<file path="config.mk">
export PLATFORM = sky130hd
export DESIGN_NAME = decim_chain
export DESIGN_NICKNAME = d
export VERILOG_FILES = /design/src/rtl/dsp_pkg.sv /design/src/rtl/stream_pkg.sv /design/src/rtl/reg_delay.sv /design/src/rtl/sat_add.sv /design/src/rtl/half_filt.sv /design/src/rtl/decim_chain.sv
export VERILOG_INCLUDE_DIRS = /design/src /design/src/rtl
export SDC_FILE = /design/constraint.sdc
export NUM_CORES = 2
export LEC_CHECK = 0
export BUFFER_PORTS_ARGS = -buffer_cell sky130_fd_sc_hd__buf_2
export CORE_UTILIZATION = 40
export CTS_CLUSTER_SIZE = 10
export DETAILED_ROUTE_END_ITERATION = 16
export GPL_TIMING_DRIVEN = 1
export HOLD_SLACK_MARGIN = 0.15
export SYNTH_ARGS = -nofsm -noshare
export SYNTH_HDL_FRONTEND = slang
export SYNTH_SLANG_ARGS = --single-unit
export TNS_END_PERCENT = 20
</file>
<file path="constraint.sdc">
create_clock -name clk -period 20.7 [get_ports clk]
set_clock_uncertainty 0.2 [all_clocks]
set_input_delay 5.175 -clock clk [delete_from_list [all_inputs] [get_ports clk]]
set_output_delay 5.175 -clock clk [all_outputs]
set_load 0.03 [all_outputs]
</file>
<file path="src/rtl/halfband_defs.svh">
// Widths and sizes for the half-band decimator, included by both packages and by the RTL
`ifndef HALFBAND_DEFS_SVH
`define HALFBAND_DEFS_SVH

`default_nettype none

// Sample path widths
`define HB_DATA_W 20  // Input and output samples
`define HB_SUM_W 21  // Symmetric pair sums, one bit of growth
`define HB_PROD_W 22  // Shifted partial terms and the saturated result
`define HB_ACC_W 23  // Last two partial sums before saturation

// Stream layout
`define HB_STREAMS 4  // Interleaved streams per gate sequence

// Filter structure
// Eleven taps need ten delay sections, since d0 is the live input
`define HB_SECTIONS 10

`default_nettype wire

`endif

</file>
<file path="src/rtl/dsp_pkg.sv">
// Signed arithmetic types for the filter datapath, imported wherever samples or sums are held
`include "halfband_defs.svh"
`default_nettype none

package dsp_pkg;

	// Sample as carried between stages
	typedef logic signed [`HB_DATA_W-1:0] sample_t;

	// Intermediate values, one type per adder level
	typedef logic signed [`HB_SUM_W-1:0] pair_sum_t;  // Level one
	typedef logic signed [`HB_PROD_W-1:0] term_t;  // Level two and the saturated sum
	typedef logic signed [`HB_ACC_W-1:0] acc_t;  // Level three

	// Clamp limits of the saturated result
	localparam term_t term_max = {1'b0, {(`HB_PROD_W-1){1'b1}}};
	localparam term_t term_min = {1'b1, {(`HB_PROD_W-1){1'b0}}};

endpackage

`default_nettype wire

</file>
<file path="src/rtl/stream_pkg.sv">
// Gated stream beat and phase counter types, imported by the stage and the top level
`default_nettype none

package stream_pkg;

	import dsp_pkg::*;

	// One beat on a stream port
	// Consecutive gated beats walk through streams 0 .. len-1 and wrap
	typedef struct packed {
		logic gate;  // Sample valid this cycle
		sample_t data;  // Sample of the current stream
	} beat_t;

	// Position of a result within its group of streams
	typedef logic [8:0] phase_t;

endpackage

`default_nettype wire

</file>
<file path="src/rtl/reg_delay.sv">
// Gated delay line that returns the same stream's sample one round of interleaved samples later
`include "halfband_defs.svh"
`timescale 1ns/1ps
`default_nettype none

module reg_delay #(
	parameter int len = `HB_STREAMS  // Positions, one per interleaved stream
) (
	input logic clk,
	input logic reset,
	input logic gate,  // Advance by one position
	input dsp_pkg::sample_t din,
	output dsp_pkg::sample_t dout
);

	import dsp_pkg::*;

	sample_t taps [0:len-1];  // taps[0] is the newest sample

	// Moves only on a gated sample, holds otherwise
	always_ff @(posedge clk) begin
		if (reset) begin
			for (int i = 0; i < len; i++) begin
				taps[i] <= '0;
			end
		end else if (gate) begin
			taps[0] <= din;
			for (int i = 1; i < len; i++) begin
				taps[i] <= taps[i-1];
			end
		end
	end

	// After len gates the oldest entry belongs to the stream now at din
	assign dout = taps[len-1];

endmodule

`default_nettype wire

</file>
<file path="src/rtl/sat_add.sv">
// Registered adder of the last two partial sums, clamped to the narrower output width
`timescale 1ns/1ps
`default_nettype none

module sat_add (
	input logic clk,
	input logic reset,
	input dsp_pkg::acc_t a,
	input dsp_pkg::acc_t b,
	output dsp_pkg::term_t sum
);

	import dsp_pkg::*;

	localparam int in_w = $bits(acc_t);
	localparam int wide_w = in_w + 1;  // One guard bit keeps a + b exact
	localparam int out_w = $bits(term_t);

	logic signed [wide_w-1:0] wide;
	logic in_range;

	always_comb begin
		wide = wide_w'(a) + wide_w'(b);
		// Fits when every bit above the output sign matches that sign
		in_range = (wide[wide_w-1:out_w-1] == '0) || (wide[wide_w-1:out_w-1] == '1);
	end

	always_ff @(posedge clk) begin
		if (reset) begin
			sum <= '0;
		end else if (in_range) begin
			sum <= term_t'(wide);  // Drop the redundant sign bits
		end else if (wide[wide_w-1]) begin
			sum <= term_min;  // Negative overflow
		end else begin
			sum <= term_max;  // Positive overflow
		end
	end

endmodule

`default_nettype wire

</file>
<file path="src/rtl/half_filt.sv">
// One half-band stage: 11-tap symmetric FIR on each interleaved stream, passing every other group
`include "halfband_defs.svh"
`timescale 1ns/1ps
`default_nettype none

module half_filt #(
	parameter int len = `HB_STREAMS  // Number of interleaved streams
) (
	input logic clk,
	input logic reset,
	input stream_pkg::beat_t in_beat,
	output stream_pkg::beat_t out_beat
);

	import dsp_pkg::*;
	import stream_pkg::*;

	// d[k] is the same stream's sample k gated samples of that stream ago
	sample_t d [0:`HB_SECTIONS];

	assign d[0] = in_beat.data;

	genvar k;
	generate
		for (k = 0; k < `HB_SECTIONS; k++) begin : g_delay
			reg_delay #(
				.len(len)
			) i_delay (
				.clk(clk),
				.reset(reset),
				.gate(in_beat.gate),
				.din(d[k]),
				.dout(d[k+1])
			);
		end
	endgenerate

	// Coefficients, scaled by four at the output:
	// 2 * (1/32, 0, -1/8-1/64, 0, 1/2+1/8-1/64, 1, ... mirrored) / 4
	// Odd taps other than the centre are zero, so they never enter a sum

	pair_sum_t s1, s2, s3, s4;
	logic sg;

	// Level one folds the symmetric taps
	always_ff @(posedge clk) begin
		if (reset) begin
			s1 <= '0;
			s2 <= '0;
			s3 <= '0;
			s4 <= '0;
			sg <= 1'b0;
		end else begin
			s1 <= pair_sum_t'(d[0]) + pair_sum_t'(d[10]);
			s2 <= pair_sum_t'(d[2]) + pair_sum_t'(d[8]);
			s3 <= pair_sum_t'(d[4]) + pair_sum_t'(d[6]);
			s4 <= pair_sum_t'(d[5]);  // Centre tap
			sg <= in_beat.gate;
		end
	end

	term_t a1, a2, a3, a4;
	logic ag;

	// Level two applies the coefficients as shifts, truncating toward minus infinity
	always_ff @(posedge clk) begin
		if (reset) begin
			a1 <= '0;
			a2 <= '0;
			a3 <= '0;
			a4 <= '0;
			ag <= 1'b0;
		end else begin
			a1 <= term_t'(s1 >>> 4);
			a2 <= term_t'(s2 >>> 2) + term_t'(s2 >>> 5);
			a3 <= term_t'(s3 >>> 2) - term_t'(s3 >>> 5);
			a4 <= term_t'(s3) + (term_t'(s4) <<< 1);
			ag <= sg;
		end
	end

	acc_t b1, b2;
	logic bg;

	// Level three, the +1 is the fixed rounding offset
	always_ff @(posedge clk) begin
		if (reset) begin
			b1 <= '0;
			b2 <= '0;
			bg <= 1'b0;
		end else begin
			b1 <= acc_t'(a1) - acc_t'(a2);
			b2 <= acc_t'(a3) + acc_t'(a4) + acc_t'(1);
			bg <= ag;
		end
	end

	// Decimation: count results per group, show flips once per group
	phase_t phase;
	logic show;

	always_ff @(posedge clk) begin
		if (reset) begin
			phase <= '0;
			show <= 1'b0;
		end else if (bg) begin
			if (phase == phase_t'(len - 1)) begin
				phase <= '0;
				show <= ~show;  // Group complete
			end else begin
				phase <= phase + 1'b1;
			end
		end
	end

	term_t c1;
	logic cg;

	sat_add i_sat_add (
		.clk(clk),
		.reset(reset),
		.a(b1),
		.b(b2),
		.sum(c1)
	);

	// Gate lines up with the registered saturated sum
	always_ff @(posedge clk) begin
		if (reset) begin
			cg <= 1'b0;
		end else begin
			cg <= bg & show;  // Show as it stood for this result
		end
	end

	// The two low bits undo the gain of four in the coefficients
	assign out_beat = '{gate: cg, data: c1[`HB_PROD_W-1:2]};

endmodule

`default_nettype wire

</file>
<file path="src/rtl/decim_chain.sv">
// Top level decimate-by-four for interleaved streams, two half-band stages in cascade
`include "halfband_defs.svh"
`timescale 1ns/1ps
`default_nettype none

module decim_chain (
	input logic clk,
	input logic reset,
	input stream_pkg::beat_t in_beat,  // Full-rate interleaved samples
	output stream_pkg::beat_t out_beat  // One group in four per stream
);

	import stream_pkg::*;

	beat_t mid_beat;  // Half rate, same interleaving

	// Stage one, four cycles of latency
	half_filt #(
		.len(`HB_STREAMS)
	) i_stage1 (
		.clk(clk),
		.reset(reset),
		.in_beat(in_beat),
		.out_beat(mid_beat)
	);

	// Stage two, four more cycles
	half_filt #(
		.len(`HB_STREAMS)
	) i_stage2 (
		.clk(clk),
		.reset(reset),
		.in_beat(mid_beat),
		.out_beat(out_beat)
	);

endmodule

`default_nettype wire

</file>
; Word level (Yosys, flattened, before mapping)
; Memory sizes are Yosys's and may differ from the RTL's.
; Cells that the tools add are included.
[op_classes]
addsub = 22
eq_ne = 4
muxes = 94
bitwise = 84
reduce_logical = 6
[op_table]
columns = cell, n
row1 = two-way mux 20 bit, 80
row2 = adder 20 x 20 -> 21 bit, 6
row3 = two-way mux 22 bit, 4
row4 = bitwise OR 1 bit, 80
row5 = adder 23 x 23 -> 24 bit, 2
row6 = adder 20 x 22 -> 23 bit, 2
row7 = "adder 23 x 2 -> 23 bit, second input constant", 2
row8 = adder 21 x 21 -> 22 bit, 2
row9 = subtractor 17 x 20 -> 21 bit, 2
row10 = adder 19 x 16 -> 20 bit, 2
row11 = subtractor 19 x 16 -> 20 bit, 2
row12 = "adder 9 x 1 -> 9 bit, second input constant", 2
row13 = "equality test 9 x 2 -> 1 bit, second input constant", 2
row14 = two-way mux 9 bit, 2
row15 = two-way mux 1 bit, 8
row16 = "equality test 3 bit, second input constant", 2
row17 = logical NOT 3 bit, 2
row18 = AND reduction 2 bit, 2
row19 = bitwise AND 1 bit, 2
row20 = logical OR 1 bit, 2
row21 = NOT 1 bit, 2
[word_totals]
regBits = 488
mem_bits_rw = 1600
in_bits = 23
output_inout_bits = 21
elab_cells = 264
n_memories = 20
[mem_list]
columns = name, words, word_bits, read_ports, rd_clocked_by_memory_dff, write_ports, line
row1 = i_stage1.g_delay[0].i_delay.taps, 4, 20, 4, 0, 4, reg_delay.sv:18  ; sample_t taps [0:len-1];
row2 = i_stage1.g_delay[1].i_delay.taps, 4, 20, 4, 0, 4, reg_delay.sv:18
row3 = i_stage1.g_delay[2].i_delay.taps, 4, 20, 4, 0, 4, reg_delay.sv:18
row4 = i_stage1.g_delay[3].i_delay.taps, 4, 20, 4, 0, 4, reg_delay.sv:18
row5 = i_stage1.g_delay[4].i_delay.taps, 4, 20, 4, 0, 4, reg_delay.sv:18
row6 = i_stage1.g_delay[5].i_delay.taps, 4, 20, 4, 0, 4, reg_delay.sv:18
row7 = 14 more memories, -, -, -, -, -, -

; Logic depth before layout (Yosys ltp)
[logic_depth]
word_depth = 4
depth_mapped = 13
mapped_depth_nobuf = 13

; Modules after synthesis
; From an unflattened synthesis, not the netlist that was laid out.
[unflattened]
cells_unflattened = 6986
area_unflattened_um2 = 95206.3
[modules_own_cells]
columns = mod, n_inst, cells_each, area_each_um2, seq_area_each_um2
row1 = reg_delay, 20, 178, 3271.9, 2402.3
row2 = half_filt at i_stage2, 1, 1491, 13001.2, 4284.1
row3 = half_filt at i_stage1, 1, 1505, 12993.7, 4284.1
row4 = sat_add, 2, 215, 1886.8, 440.4

; Worst setup path after synthesis
; Ideal clock, no wire load.
[synth_timing]
kind = input -> register
from = in reset
to = mem i_stage1.g_delay[0].i_delay.taps[0][0] in the netlist's numbering, enable pin
setup_time_ps = 843
arrival_time_ps = 15496
t_required_ps = 19657
path_slack_ps = 4162
stages = 4
n_path_buf = 3
cell_sequence = buf_2 -> clkbuf_1 -> clkbuf_1 -> or2_2
[synth_lines]
columns = item, line
row1 = "start, declared", decim_chain.sv:8  ; input logic reset,
row2 = "end, declared", reg_delay.sv:18

==> impl_metrics.env <==
export IMPL_avgViaCountPerCell=4.83
export IMPL_cts_buffers=230
export IMPL_die_area_um2=216000
export IMPL_post_synthesis_mux_area_share_pct=0.101
export IMPL_critPathLaunchType="input port"
export IMPL_multi_input_comb_area_um2=26900
export IMPL_synthesis_warning_total=0
export IMPL_area_delta_synth_final_pct=11.5
export IMPL_die_width_um=465
export IMPL_filler_cell_count=19100
export IMPL_grt_overflow_total=0
export IMPL_max_cap_viol_count=0
export IMPL_initial_cell_density_of_the_core_pct=40.3
export IMPL_endpoint_kind="flip-flop"
export IMPL_design_final_nets=6915
export IMPL_setup_worst_path_class="in2reg"
export IMPL_cp_arrival_ns=9.22
export IMPL_grtUsageTotal_pct=13.7
export IMPL_type_of_the_most_critical_hold_path="reg2reg"
export IMPL_status="finished clean"
export IMPL_avg_wl_per_cell_um=15.7
export IMPL_tritoncts_num_sinks=2068
export IMPL_fraction_of_the_mapped_netlist_area_in_compound_gates_pct=5.42
export IMPL_finalInstanceArea_um2=95700
export IMPL_part_of_the_cycle_the_worst_path_needs_pct=43.3
export IMPL_syn_cell_area_um2=85800
export IMPL_htree_num_levels=4
export IMPL_xor_and_xnor_fraction_of_the_mapped_netlist_area_pct=2.69
export IMPL_setup_tns_final_ns=0
export IMPL_finalHoldViolations=0
export IMPL_floorplan_die_height_um=465
export IMPL_largest_family_of_logic_cells_by_synthesized_area="simple AND/OR/NAND/NOR gates"
export IMPL_antenna_found_initial=11
export IMPL_drc_errors=0
export IMPL_post_synth_top_area_cell="sky130_fd_sc_hd__edfxtp_1"
export IMPL_yosys_most_used_dff="sky130_fd_sc_hd__edfxtp_1"
export IMPL_synth_area_leaders="sky130_fd_sc_hd__edfxtp_1 (56%), sky130_fd_sc_hd__and2_1 (12%), sky130_fd_sc_hd__dfxtp_1 (11%), sky130_fd_sc_hd__ha_1 (5.2%), sky130_fd_sc_hd__nor2_1 (1.8%)"
export IMPL_first_pass_grt_wire_length_mm=240
export IMPL_antenna_left=0
export IMPL_asyncSetResetFlopFracSynth_pct=0
export IMPL_syn_num_nets=6845
export IMPL_worstSkewPairLatency_ns=0.84
export IMPL_finalMaxSlewViolations=0
export IMPL_timing_final_setup_violations=0
export IMPL_fp_coreArea_um2=213000
export IMPL_holdBufCountCts=0
export IMPL_setup_repair_after_global_routing_missed_its_margin="no"
export IMPL_max_clock_freq_mhz=112
export IMPL_power_static_leakage_nw=38.0
export IMPL_synthDistinctLibCells=87
export IMPL_post_route_util_pct=45.0
export IMPL_detailroute_via_count=45900
export IMPL_synth_edff_count=1600
export IMPL_synth_simple_area_share_pct=17.6
export IMPL_grt_pass1_vias=44500
export IMPL_tightest_pin_transition_ns=1.23
export IMPL_critical_path_required_ns=20.96
export IMPL_yosys_area_top_type_share_pct=56.0
export IMPL_synthesis_area_per_instance_um2=13.3
export IMPL_drtIter0Drc=3273
export IMPL_routed_wirelength_mm=150
export IMPL_design_portCount=44
export IMPL_cellPowerDensity_nw_per_um2=104
export IMPL_num_rows=169
export IMPL_register_clock_pin_slew_on_the_reported_worst_setup_and_hold_paths_ns=0.05
export IMPL_max_clock_path_buffers=3
export IMPL_power_ir_vdd_worst_mv=0.0941
export IMPL_port_buffers=43
export IMPL_place_congestion=0.830
export IMPL_cts_root_buf="sky130_fd_sc_hd__clkbuf_16"
export IMPL_placedInstanceArea_um2=89000
export IMPL_clock_tree_from_tritoncts="done"
export IMPL_number_of_synthesized_register_bits=2068
export IMPL_post_cts_resized=0
export IMPL_dr_pass1_iters=5
export IMPL_postCtsSetupBuffers=0
export IMPL_post_dp_hpwl_mm=91.5
export IMPL_final_layout_size_suffix_gt1_share_pct=5.80
export IMPL_part_of_the_yosys_area_used_for_sequential_elements_pct=66.9
export IMPL_worst_path_max_fanout=201
export IMPL_largest_net_degree_at_the_start_of_global_routing=278
export IMPL_slew_limit_headroom_pct=18.1
export IMPL_synth_cells=6452
export IMPL_post_route_min_period_ns=8.97
export IMPL_post_synth_fa_ha_maj_area_fraction_pct=5.50
export IMPL_regArea_um2=57400
through the flow:
step                      std cells  total power (W)  setup slack [ns]  hold WS (ns)
after floorplan                6452          0.00602              4.16         0.214
after global placement         9111          0.00631             10.95         0.218
after detailed placement       9111          0.00634             10.84         0.223
after CTS                      9511           0.0100             11.80         0.235
after global routing           9512           0.0104             11.43         0.245
final                          9515          0.00991             11.73         0.234
path summary, 6_finish.rpt:
kind / startpoint / end / slack (ns) / depth (start not counted)
max: reset / i_stage1.g_delay[8].i_delay.taps[1][7] / 11.73 / 5
min: i_stage2.ag / i_stage2.bg / 0.23 / 1
max reg2reg: i_stage1.cg / i_stage2.g_delay[8].i_delay.taps[2][8] / 16.32 / 6
min reg2reg: i_stage2.ag / i_stage2.bg / 0.23 / 1
cell families after synthesis:
logic type,Yosys count
buffers and inverters,393
DFF,2068
adders and majority gates,370
xor gates and xnor gates,264
and+or+nand+nor,2646
muxes,8
AOI/OAI and AO/OA,703
cell usage after synthesis (95+ instances only):
cell type and instances:
sky130_fd_sc_hd__a21o_1 104, sky130_fd_sc_hd__a21oi_1 186, sky130_fd_sc_hd__and2_1 1612, sky130_fd_sc_hd__clkbuf_1 225, sky130_fd_sc_hd__dfxtp_1 468, sky130_fd_sc_hd__edfxtp_1 1600, sky130_fd_sc_hd__ha_1 358, sky130_fd_sc_hd__inv_1 154
sky130_fd_sc_hd__nand2_1 120, sky130_fd_sc_hd__nor2_1 404, sky130_fd_sc_hd__nor2b_1 142, sky130_fd_sc_hd__nor3_1 95, sky130_fd_sc_hd__o21ai_0 141, sky130_fd_sc_hd__xnor2_1 138, sky130_fd_sc_hd__xor2_1 126
state kept, by name (all words and copies together), names as in the netlist, 21 cells and up:
name / flops
i_stage1.b1: 21
i_stage2.a4: 22
i_stage2.b1: 21
i_stage2.g_delay.i_delay.taps: 800
i_stage1.b2: 23
i_stage1.a4: 22
i_stage1.s3: 21
i_stage2.s3: 21
i_stage1.g_delay.i_delay.taps: 800
i_stage2.b2: 23
layer usage:
| metal | track usage [%] | up-vias | routed length (um) |
|---|---|---|---|
| met5 | 0 | - | 11 |
| met2 | 21.5 | 579 | 68700 |
| met4 | 3.95 | 2 | 3170 |
| li1 | - | 22800 | - |
| met3 | 2.46 | 234 | 5460 |
| met1 | 19.4 | 22300 | 72400 |
layout by cell type (no fill, tap or decap), types with 35 or more instances in the layout:
master	instances
sky130_fd_sc_hd__and2_1	1612
sky130_fd_sc_hd__edfxtp_1	1600
sky130_fd_sc_hd__dfxtp_1	468
sky130_fd_sc_hd__nor2_1	404
sky130_fd_sc_hd__ha_1	358
sky130_fd_sc_hd__clkbuf_16	232
sky130_fd_sc_hd__a21oi_1	186
sky130_fd_sc_hd__inv_1	153
sky130_fd_sc_hd__clkbuf_1	146
sky130_fd_sc_hd__o21ai_0	141
sky130_fd_sc_hd__nor2b_1	140
sky130_fd_sc_hd__xnor2_1	138
sky130_fd_sc_hd__xor2_1	126
sky130_fd_sc_hd__nand2_1	120
sky130_fd_sc_hd__a21o_1	104
sky130_fd_sc_hd__nor3_1	95
sky130_fd_sc_hd__nand3_1	63
sky130_fd_sc_hd__nand2b_1	47
sky130_fd_sc_hd__and3_1	43
sky130_fd_sc_hd__buf_2	42
sky130_fd_sc_hd__a31oi_1	35
cell type report:
cell class | count | area share (%)
timing repair buffer | 77 | 0.581
sequential | 2068 | 60.0
clock inverter | 16 | 0.256
antenna | 4 | 0.0105
multi-input combinational | 3991 | 28.1
inverter | 154 | 0.604
clock buffer | 384 | 6.73
tap | 2821 | 3.69
worst max-delay path, stage by stage:
cell	delay, ns
sky130_fd_sc_hd__buf_8	0.40
sky130_fd_sc_hd__or2_4	0.79
sky130_fd_sc_hd__buf_12	0.59
sky130_fd_sc_hd__buf_12	0.81
sky130_fd_sc_hd__buf_4	0.92
where the power goes:
group / switching [W] / internal, W
Clock: 0.00157 / 0.00210
Combinational: 0.000777 / 0.000521
Sequential: 0.000145 / 0.00480
Total: 0.00249 / 0.00742
Note: power is estimated with default switching activity, not from simulation.
